===== config.mk =====
export PLATFORM = sky130hd
export DESIGN_NAME = video_gen
export DESIGN_NICKNAME = d
export VERILOG_FILES = /design/src/video_timing_pkg.sv /design/src/xr_regs_pkg.sv /design/src/video_timing.sv /design/src/video_config.sv /design/src/bitmap_playfield.sv /design/src/video_gen.sv
export VERILOG_INCLUDE_DIRS = /design/src /design/src/src
export SDC_FILE = /design/constraint.sdc
export NUM_CORES = 1
export LEC_CHECK = 0
export BUFFER_PORTS_ARGS = -buffer_cell sky130_fd_sc_hd__buf_2
export CORE_UTILIZATION = 30
export DETAILED_ROUTE_END_ITERATION = 12
export GPL_ROUTABILITY_DRIVEN = 0
export PLACE_DENSITY = 0.47
export SYNTH_ARGS = -nofsm -noshare
export SYNTH_HDL_FRONTEND = slang
export SYNTH_HIERARCHICAL = 1
export SYNTH_SLANG_ARGS = --single-unit

===== constraint.sdc =====
create_clock -name clk -period 5.89 [get_ports clk]
set_input_delay 0.2945 -clock clk [delete_from_list [all_inputs] [get_ports clk]]
set_output_delay 0.2945 -clock clk [all_outputs]
set_load 0.005 [all_outputs]

===== src/video_macros.svh =====
`ifndef VIDEO_MACROS_SVH
`define VIDEO_MACROS_SVH

// horizontal geometry in pixel clocks
`define H_VISIBLE       32              // visible pixels per line
`define H_FRONT         4               // front porch
`define H_SYNC          4               // hsync pulse width
`define H_BACK          8               // back porch
`define H_TOTAL         (`H_VISIBLE + `H_FRONT + `H_SYNC + `H_BACK)

// vertical geometry in lines
// reduced mode so a frame is only a few hundred clocks
`define V_VISIBLE       8               // visible lines per frame
`define V_FRONT         1               // front porch
`define V_SYNC          1               // vsync pulse width
`define V_BACK          2               // back porch
`define V_TOTAL         (`V_VISIBLE + `V_FRONT + `V_SYNC + `V_BACK)

// beam state to colour output latency
`define PIXEL_PIPE      3

// config defaults
`define BORDER_RESET    8'h08           // dark grey border

`endif


===== src/video_timing_pkg.sv =====
`default_nettype none

`include "video_macros.svh"

package video_timing_pkg;

    typedef logic [$clog2(`H_TOTAL)-1:0] hres_t;   // pixel counter
    typedef logic [$clog2(`V_TOTAL)-1:0] vres_t;   // line counter

    // raw beam position, not delayed
    typedef struct packed {
        hres_t  h_count;
        vres_t  v_count;
        logic   h_visible;                      // inside visible pixels
        logic   v_visible;                      // inside visible lines
        logic   end_of_line;                    // last clock of any line
        logic   end_of_frame;                   // last clock of the frame
        logic   end_of_visible;                 // last clock of last visible line
    } beam_t;

    // pin level sync, already aligned with colour output
    typedef struct packed {
        logic   hsync;
        logic   vsync;
        logic   h_blank;
        logic   v_blank;
        logic   dv_de;
    } sync_t;

endpackage

`default_nettype wire


===== src/xr_regs_pkg.sv =====
`default_nettype none

package xr_regs_pkg;

    typedef logic [15:0] word_t;                // register and vram data
    typedef logic [15:0] addr_t;                // vram word address
    typedef logic [7:0]  color_t;               // colour index

    // config register numbers
    typedef enum logic [5:0] {
        XR_VID_CTRL     = 6'h00,                // border colour
        XR_SCANLINE     = 6'h02,                // read only
        XR_VID_LEFT     = 6'h03,
        XR_VID_RIGHT    = 6'h04,
        XR_PA_GFX_CTRL  = 6'h10,                // colour base, blank
        XR_PA_DISP_ADDR = 6'h12,
        XR_PA_LINE_LEN  = 6'h13
    } xr_reg_e;

    // display window settings
    typedef struct packed {
        color_t                     border_color;
        video_timing_pkg::hres_t    vid_left;   // first window pixel
        video_timing_pkg::hres_t    vid_right;  // one past last window pixel
    } vid_cfg_t;

    // bitmap playfield settings
    typedef struct packed {
        color_t colorbase;                      // xor applied to fetched index
        logic   blank;                          // playfield off, border shown
        addr_t  start_addr;                     // word address of first line
        word_t  line_len;                       // words between lines
    } pf_cfg_t;

endpackage

`default_nettype wire


===== src/video_timing.sv =====
`default_nettype none

`include "video_macros.svh"

module video_timing (
    input  wire logic                       clk,
    input  wire logic                       reset_i,
    output      video_timing_pkg::beam_t    beam_o,
    output      video_timing_pkg::sync_t    sync_o,
    output      logic                       video_intr_o
);
    import video_timing_pkg::*;

    localparam hres_t HSYNC_START = hres_t'(`H_VISIBLE + `H_FRONT);
    localparam hres_t HSYNC_END   = hres_t'(`H_VISIBLE + `H_FRONT + `H_SYNC);
    localparam vres_t VSYNC_START = vres_t'(`V_VISIBLE + `V_FRONT);
    localparam vres_t VSYNC_END   = vres_t'(`V_VISIBLE + `V_FRONT + `V_SYNC);

    // pipe state while in reset, blanked with syncs off
    localparam sync_t SYNC_IDLE = '{
        hsync:   1'b0,
        vsync:   1'b0,
        h_blank: 1'b1,
        v_blank: 1'b1,
        dv_de:   1'b0
    };

    hres_t                      h_count;
    vres_t                      v_count;
    sync_t                      sync_next;
    sync_t [`PIXEL_PIPE-1:0]    sync_pipe;
    logic  [`PIXEL_PIPE-1:0]    eov_pipe;

    // beam counters
    always_ff @(posedge clk) begin
        if (reset_i) begin
            h_count <= '0;
            v_count <= '0;
        end else if (beam_o.end_of_line) begin
            h_count <= '0;
            v_count <= beam_o.end_of_frame ? '0 : v_count + 1'b1;
        end else begin
            h_count <= h_count + 1'b1;
        end
    end

    always_comb begin
        beam_o.h_count        = h_count;
        beam_o.v_count        = v_count;
        beam_o.h_visible      = h_count < hres_t'(`H_VISIBLE);
        beam_o.v_visible      = v_count < vres_t'(`V_VISIBLE);
        beam_o.end_of_line    = h_count == hres_t'(`H_TOTAL - 1);
        beam_o.end_of_frame   = beam_o.end_of_line && (v_count == vres_t'(`V_TOTAL - 1));
        beam_o.end_of_visible = beam_o.end_of_line && (v_count == vres_t'(`V_VISIBLE - 1));
    end

    always_comb begin
        sync_next.hsync   = (h_count >= HSYNC_START) && (h_count < HSYNC_END);
        sync_next.vsync   = (v_count >= VSYNC_START) && (v_count < VSYNC_END);
        sync_next.h_blank = !beam_o.h_visible;
        sync_next.v_blank = !beam_o.v_visible;
        sync_next.dv_de   = beam_o.h_visible && beam_o.v_visible;
    end

    // delay line so syncs match pixel pipeline
    always_ff @(posedge clk) begin
        if (reset_i) begin
            sync_pipe    <= {`PIXEL_PIPE{SYNC_IDLE}};
            eov_pipe     <= '0;
            video_intr_o <= 1'b0;
        end else begin
            sync_pipe    <= {sync_pipe[`PIXEL_PIPE-2:0], sync_next};
            eov_pipe     <= {eov_pipe[`PIXEL_PIPE-2:0], beam_o.end_of_visible};
            video_intr_o <= eov_pipe[`PIXEL_PIPE-1];   // lands on first v_blank clock
        end
    end

    assign sync_o = sync_pipe[`PIXEL_PIPE-1];

    hsync_width: assert property (
        @(posedge clk) disable iff (reset_i)
        $rose(sync_o.hsync) |-> sync_o.hsync [*`H_SYNC] ##1 !sync_o.hsync
    ) else $error("hsync pulse width is not H_SYNC");

endmodule

`default_nettype wire


===== src/video_config.sv =====
`default_nettype none

`include "video_macros.svh"

module video_config (
    input  wire logic                       clk,
    input  wire logic                       reset_i,
    input  wire logic                       reg_wr_i,
    input  wire xr_regs_pkg::xr_reg_e       reg_num_i,
    input  wire xr_regs_pkg::word_t         reg_data_i,
    input  wire video_timing_pkg::vres_t    v_count_i,
    output      xr_regs_pkg::word_t         reg_data_o,
    output      xr_regs_pkg::vid_cfg_t      vid_cfg_o,
    output      xr_regs_pkg::pf_cfg_t       pf_cfg_o
);
    import xr_regs_pkg::*;

    localparam int HRES_W = $bits(vid_cfg_o.vid_left);

    word_t rd_word;

    // register writes
    always_ff @(posedge clk) begin
        if (reset_i) begin
            vid_cfg_o.border_color <= `BORDER_RESET;
            vid_cfg_o.vid_left     <= '0;
            vid_cfg_o.vid_right    <= HRES_W'(`H_VISIBLE);  // full width window
            pf_cfg_o.colorbase     <= '0;
            pf_cfg_o.blank         <= 1'b1;                 // playfield starts off
            pf_cfg_o.start_addr    <= '0;
            pf_cfg_o.line_len      <= word_t'(`H_VISIBLE / 2);
        end else if (reg_wr_i) begin
            case (reg_num_i)
                XR_VID_CTRL: begin
                    vid_cfg_o.border_color <= reg_data_i[7:0];
                end
                XR_VID_LEFT: begin
                    vid_cfg_o.vid_left <= reg_data_i[HRES_W-1:0];
                end
                XR_VID_RIGHT: begin
                    vid_cfg_o.vid_right <= reg_data_i[HRES_W-1:0];
                end
                XR_PA_GFX_CTRL: begin
                    pf_cfg_o.colorbase <= reg_data_i[15:8];
                    pf_cfg_o.blank     <= reg_data_i[7];
                end
                XR_PA_DISP_ADDR: begin
                    pf_cfg_o.start_addr <= reg_data_i;
                end
                XR_PA_LINE_LEN: begin
                    pf_cfg_o.line_len <= reg_data_i;
                end
                default: begin
                end
            endcase
        end
    end

    // read mux, unused numbers give zero
    always_comb begin
        rd_word = '0;
        case (reg_num_i)
            XR_VID_CTRL:     rd_word = word_t'(vid_cfg_o.border_color);
            XR_SCANLINE:     rd_word = word_t'(v_count_i);    // live beam line
            XR_VID_LEFT:     rd_word = word_t'(vid_cfg_o.vid_left);
            XR_VID_RIGHT:    rd_word = word_t'(vid_cfg_o.vid_right);
            XR_PA_GFX_CTRL:  rd_word = {pf_cfg_o.colorbase, pf_cfg_o.blank, 7'b0};
            XR_PA_DISP_ADDR: rd_word = pf_cfg_o.start_addr;
            XR_PA_LINE_LEN:  rd_word = pf_cfg_o.line_len;
            default:         rd_word = '0;
        endcase
    end

    always_ff @(posedge clk) begin
        reg_data_o <= rd_word;
    end

    wr_num_known: assert property (
        @(posedge clk) disable iff (reset_i)
        reg_wr_i |-> !$isunknown(reg_num_i)
    ) else $error("register write with unknown register number");

endmodule

`default_nettype wire


===== src/bitmap_playfield.sv =====
`default_nettype none

`include "video_macros.svh"

module bitmap_playfield (
    input  wire logic                       clk,
    input  wire logic                       reset_i,
    input  wire video_timing_pkg::beam_t    beam_i,
    input  wire xr_regs_pkg::vid_cfg_t      vid_cfg_i,
    input  wire xr_regs_pkg::pf_cfg_t       pf_cfg_i,
    output      logic                       vram_sel_o,
    output      xr_regs_pkg::addr_t         vram_addr_o,
    input  wire xr_regs_pkg::word_t         vram_data_i,
    output      xr_regs_pkg::color_t        color_index_o
);
    import video_timing_pkg::*;
    import xr_regs_pkg::*;

    // what each pixel slot in the pipe will show
    typedef enum logic [1:0] {
        PIX_BLANK,
        PIX_BORDER,
        PIX_BITMAP
    } pix_kind_e;

    addr_t      line_addr;                      // word address of current line
    logic       visible;
    logic       in_window;
    hres_t      offset;                         // pixel offset inside window
    pix_kind_e  kind_next;
    pix_kind_e  s1_kind;                        // address on vram port
    pix_kind_e  s2_kind;                        // data on vram port
    logic       s1_odd;
    logic       s2_odd;

    always_comb begin
        visible   = beam_i.h_visible && beam_i.v_visible;
        in_window = (beam_i.h_count >= vid_cfg_i.vid_left) &&
                    (beam_i.h_count < vid_cfg_i.vid_right);
        offset    = beam_i.h_count - vid_cfg_i.vid_left;
        if (!visible) begin
            kind_next = PIX_BLANK;
        end else if (in_window && !pf_cfg_i.blank) begin
            kind_next = PIX_BITMAP;
        end else begin
            kind_next = PIX_BORDER;
        end
    end

    // line start tracking
    always_ff @(posedge clk) begin
        if (reset_i) begin
            line_addr <= '0;
        end else if (beam_i.end_of_frame) begin
            line_addr <= pf_cfg_i.start_addr;
        end else if (beam_i.end_of_line && beam_i.v_visible) begin
            line_addr <= line_addr + pf_cfg_i.line_len;    // wraps at 16 bits
        end
    end

    always_ff @(posedge clk) begin
        if (reset_i) begin
            vram_sel_o    <= 1'b0;
            s1_kind       <= PIX_BLANK;
            s2_kind       <= PIX_BLANK;
            color_index_o <= '0;
        end else begin
            vram_sel_o <= kind_next == PIX_BITMAP;
            s1_kind    <= kind_next;
            s2_kind    <= s1_kind;
            case (s2_kind)
                PIX_BITMAP: begin
                    // high byte is the left pixel
                    color_index_o <= (s2_odd ? vram_data_i[7:0] : vram_data_i[15:8]) ^
                                     pf_cfg_i.colorbase;
                end
                PIX_BORDER: begin
                    color_index_o <= vid_cfg_i.border_color;
                end
                default: begin
                    color_index_o <= '0;
                end
            endcase
        end
    end

    // fetch address and byte select
    always_ff @(posedge clk) begin
        vram_addr_o <= line_addr + addr_t'(offset >> 1);
        s1_odd      <= offset[0];
        s2_odd      <= s1_odd;
    end

    fetch_in_frame: assert property (
        @(posedge clk) disable iff (reset_i)
        (beam_i.h_count >= hres_t'(`H_VISIBLE) || beam_i.v_count >= vres_t'(`V_VISIBLE))
            |=> !vram_sel_o
    ) else $error("vram read outside the visible frame");

endmodule

`default_nettype wire


===== src/video_gen.sv =====
`default_nettype none

module video_gen (
    input  wire logic                   clk,
    input  wire logic                   reset_i,
    // config register port
    input  wire logic                   reg_wr_i,
    input  wire xr_regs_pkg::xr_reg_e   reg_num_i,
    input  wire xr_regs_pkg::word_t     reg_data_i,
    output      xr_regs_pkg::word_t     reg_data_o,
    output      logic                   video_intr_o,  // once per frame at vblank
    // vram read port
    output      logic                   vram_sel_o,
    output      xr_regs_pkg::addr_t     vram_addr_o,
    input  wire xr_regs_pkg::word_t     vram_data_i,
    // video out
    output      logic                   hsync_o,
    output      logic                   vsync_o,
    output      logic                   h_blank_o,
    output      logic                   v_blank_o,
    output      logic                   dv_de_o,
    output      xr_regs_pkg::color_t    color_index_o
);
    import video_timing_pkg::*;
    import xr_regs_pkg::*;

    beam_t      beam;
    sync_t      sync;
    vid_cfg_t   vid_cfg;
    pf_cfg_t    pf_cfg;

    video_timing u_timing (
        .clk          (clk),
        .reset_i      (reset_i),
        .beam_o       (beam),
        .sync_o       (sync),
        .video_intr_o (video_intr_o)
    );

    video_config u_config (
        .clk        (clk),
        .reset_i    (reset_i),
        .reg_wr_i   (reg_wr_i),
        .reg_num_i  (reg_num_i),
        .reg_data_i (reg_data_i),
        .v_count_i  (beam.v_count),
        .reg_data_o (reg_data_o),
        .vid_cfg_o  (vid_cfg),
        .pf_cfg_o   (pf_cfg)
    );

    bitmap_playfield u_playfield (
        .clk           (clk),
        .reset_i       (reset_i),
        .beam_i        (beam),
        .vid_cfg_i     (vid_cfg),
        .pf_cfg_i      (pf_cfg),
        .vram_sel_o    (vram_sel_o),
        .vram_addr_o   (vram_addr_o),
        .vram_data_i   (vram_data_i),
        .color_index_o (color_index_o)
    );

    // sync bundle onto pins
    assign hsync_o   = sync.hsync;
    assign vsync_o   = sync.vsync;
    assign h_blank_o = sync.h_blank;
    assign v_blank_o = sync.v_blank;
    assign dv_de_o   = sync.dv_de;

endmodule

`default_nettype wire


---- After elaboration in Yosys (flattened, before gate mapping) ----
Index checks and enable logic that the tools add are counted.
storage, ports and cells
  bits of input ports ..................... 41
  output and inout bits ................... 47
  register bits after elaboration ......... 153
cells by class
  $lt $le $gt $ge ......................... 8
  bitwise gates (word level) .............. 1
  muxes and demuxes ....................... 8
  equality and inequality tests ........... 12
  reduce and logical (&&, ||, !) cells .... 20
  add/sub/neg operators ................... 5
operators with widths
  kind                 number
  $pmux 16 s7          1
  $mux 16              2
  $eq 6x5->1 const B   3
  $add 16x16->16       1
  $add 16x5->16        1
  $pmux 8 s2           1
  $eq 6x2->1 const B   2
  $lt 6x6->1 const B   2
  $reduce_and 2->1     6
  $logic_and 1x1->1    8
  $lt 4x4->1 const B   2
  $mux 8               1
  $xor 8x8->8          1
  $add 6x1->6 const B  1
  $eq 6x3->1 const B   1
  $eq 6x6->1 const B   1
  $ge 6x6->1           1
  $ge 6x6->1 const B   1
  $logic_not 6->1      1
  $lt 6x6->1           1
  $sub 6x6->6          1
  $add 4x1->4 const B  1
  $eq 2x2->1 const B   2
  $eq 4x3->1 const B   1
  other kinds (8)      11

---- Depth between registers and ports, before layout ----
  word-level depth ........................ 6
  depth in mapped cells ................... 14

---- Hierarchy ----
The synthesis kept the hierarchy.
by module, submodules not included
  module            instances  area each (µm²)  sequential area each (µm²)  cells each
  video_config      1          3407.0           1541.5                      337
  bitmap_playfield  1          3210.6           920.9                       376
  video_timing      1          1109.8           580.6                       112

---- Least setup slack after synthesis ----
Ideal clock, no wire load.
  path type ............................... register to register
  start point ............................. register u_timing.h_count[0]
  end point ............................... register u_playfield.vram_addr_o[11]
  path slack .............................. 3.201 ns
  stages on the path, launching flop included .. 13
  library setup time ...................... 0.121 ns
  buffers on the path ..................... 0
  arrival time ............................ 2.568 ns
  period minus slack after synthesis ...... 2.689 ns
  cell sequence ........................... dfxtp_1 inv_1 ha_1 inv_1 fa_1 a21o_1 a21oi_1 xnor2_1 ha_1 nor2b_1 o31ai_1 nor2_1 xor2_1
between the ends
  cells in the longest elaborated chain, start to end .. 2
RTL lines
  what                      RTL line                RTL
  start: declaration        video_timing.sv:28      hres_t h_count;
  start signal: assignment  video_timing.sv:43      h_count <= h_count + 1'b1;
  $sub 6x6->6               bitmap_playfield.sv:40  offset = beam_i.h_count - vid_cfg_i.vid_left;
  $add 16x5->16             bitmap_playfield.sv:89  vram_addr_o <= line_addr + addr_t'(offset >> 1);
  end signal: assignment    bitmap_playfield.sv:89
  end: declaration          bitmap_playfield.sv:12  output xr_regs_pkg::addr_t vram_addr_o,
No other way between the ends.
A chain may end at the register's enable or synchronous reset.

---- Worst setup path after layout ----
  start point ............................. register u_timing.h_count[0]
  end point ............................... register u_playfield.vram_addr_o[13]
Same word-level chain as after synthesis.

==> summary.md <==
| Metric | Value |
|---|---|
| PwrDens | `254 nW/um^2` |
| H-tree level count | `4` |
| Synth warn | `6` |
| Final hold viol count | `0` |
| Core Area | `25,200 sq um` |
| Post-CTS Hold Buffers | `0` |
| IO Pins | `88` |
| Worst Path Arrival | `3420 ps` |
| Flop pwr share | `0.465` |
| Top achievable clock speed | `0.322 GHz` |
| Fillers | `2,584` |
| Register area | `3040 sq um` |
| Post-route antenna net violation count | `0` |
| Pre-antenna DRT Iters | `4` |
| Switching pwr | `0.000550 W` |
| Clock Power Share | `0.476` |
| Commonest non-fill, non-tap cell in the layout | `dfxtp_1` |
| Internal Power | `0.00171 W` |
| Die Height | `162 um` |
| Synthesized instance count | `824` |
| Post-detail-place hpwl | `14,900 um` |
| Final Setup Violations | `0` |
| Slew @ Worst Pin | `1070 ps` |
| Critical-path cell list | `inv_1 > ha_1 > inv_1 > fa_1 > xor2_1 > ha_1 > a21o_1 > a21oi_1 > nor2b_1 > o31ai_1 > nor2_1 > xor2_1` |
| Hold Crit Class | `in2reg` |
| Setup bufs post-CTS | `0` |
| Routed WL | `20,500 um` |
| Share of cells above drive strength 1 | `0.174` |
| CTS clk-pin slew, worst paths | `70 ps` |
| Die ar. | `26,400 sq um` |
| Via/cell ratio | `4.74` |
| Tmin final | `3110 ps` |
| Overall Global Routing Usage | `0.161` |
| Design area | `8910 sq um` |
| Post_cts resized | `0` |
| Number of antenna diodes | `0` |
| Initial core utilization | `0.307` |
| Drt drc | `0` |
| Overflow after GRT | `0` |
| Vias in the first global route | `5,663` |
| CP Capture Type | `register` |
| Syn-to-layout area delta | `15.4%` |
| Period Utilization, post-route | `0.527` |
| Drt wl/cell | `16.7 um` |
| CP max stage delay | `610 ps` |
| Total CTS buffers | `17` |
| Req. time, crit path | `6200 ps` |
| Site row count | `58` |
| Initial antenna violation count | `0` |
| Final #Nets | `969` |
| Mapped Avg Cell Area | `9.37 sq um` |
| CTS Sinks | `152` |
| Sw frac | `0.244` |
| Logic gate share of total power | `0.059` |
| Crit Path Max Fanout | `6` |
| VDD IR-drop max | `0.000172 V` |
| Uppermost routed layer | `met4` |
| Worst setup path class | `reg2reg` |
| Post-Syn Area | `7720 sq um` |
| WL met1 | `11,000 um` |
| Drt initial violations | `420` |
| Leakage power | `3.82 nW` |
| Via count | `5,829` |
| Skew final | `8.21 ps` |
| Relative slew slack | `0.284` |
| Pin count of the biggest net entering global routing | `92` |
| Max cap viols | `0` |
| Syn nets | `906` |
| DP Area | `8330 sq um` |
| Routed wl met3 | `817 um` |
| Final Max Slew Viols | `0` |
| Fin Setup TNS | `0 ps` |
| Crit path buffers/inverters | `2` |
| First-pass GRT wire length | `32,300 um` |
| RSZ-0062 raised after global routing | `no` |
| PortBufs | `87` |
| Crit start category | `register` |
| Die width | `162 um` |
| CTS tree | `built` |
| Met2 WL | `8390 um` |
| Worst skew pair latency | `430 ps` |
| Clk buf depth | `2` |
| Status | `completed` |
| Slowest CP cell | `o31ai_1` |
| Commonest non-fill, non-tap cells in the layout | `dfxtp_1 (152), buf_2 (86), mux2i_1 (76)` |
| Cell family contributing the most delay on the critical path | `compound AO/OA/AOI/OAI gates` |
| Multi-input gate area | `4250 sq um` |
| Root buf cell | `clkbuf_16` |
==> cell type report <==
class                   instances  area share
repair buffers                 91      0.0525
well taps                     330      0.0464
clock buffers                  21      0.0517
clock inverters                11      0.0128
flip-flops and latches        152       0.342
inverters                      42      0.0177
multi-input cells             583       0.477
==> worst paths after layout <==
kind | startpoint | end | slack [ps] | cells after the start
max reg2reg | u_timing/h_count[0] | u_playfield/vram_addr_o[13] | 2780 | 12
min reg2reg | u_playfield/s1_odd | u_playfield/s2_odd | 340 | 0
max | u_timing/h_count[0] | u_playfield/vram_addr_o[13] | 2780 | 12
min | reg_data_i[3] | u_config/vid_cfg_o[15] | 150 | 3
==> registers in the layout, summed over array words and instances (netlist names), 2 cells and up <==
register and cells:
u_config/pf_cfg_o 41, u_config/vid_cfg_o 20, u_config/reg_data_o 16, u_playfield/line_addr 16
u_playfield/vram_addr_o 16, u_timing/sync_pipe 10, u_playfield/color_index_o 8, u_timing/h_count 6
u_timing/sync_o 5, u_timing/v_count 4, u_timing/eov_pipe 3, u_playfield/s2_kind 2
==> worst min-delay path: cells and delay by family <==
family / cells / cell delay, ps
buffers and inverters: 1 / 90
muxes: 1 / 110
and+or+nand+nor: 1 / 40
==> power groups by stage <==
stage / Sequential [W] / Clock [W] / Combinational [W]
2_1_floorplan: 0.00107 / 0 / 0.0000891
3_3_place_gp: 0.00107 / 0 / 0.000135
3_5_place_dp: 0.00107 / 0 / 0.000134
4_1_cts: 0.00105 / 0.00111 / 0.000135
5_1_grt: 0.00105 / 0.00115 / 0.000148
6_report: 0.00105 / 0.00108 / 0.000133
==> per-stage QoR <==
stage               std cells  power (W)  hold slack [ps]  utilization  worst slack, ps
floorplan                 824    0.00116              310            -             3200
global placement         1198    0.00121              314        0.331             2790
detailed placement       1198    0.00121              314        0.331             2740
CTS                      1230    0.00229              129        0.354             2720
global route             1230    0.00235              167        0.354             2510
finish                   1230    0.00226              149        0.354             2780
==> per-layer routing <==
| layer | track usage | vias up |
|---|---|---|
| met5 | 0 | - |
| li1 | - | 2977 |
| met1 | 0.242 | 2703 |
| met4 | 0.0497 | 0 |
| met2 | 0.226 | 129 |
| met3 | 0.0349 | 20 |
Note: power is estimated with default switching activity, not from simulation.
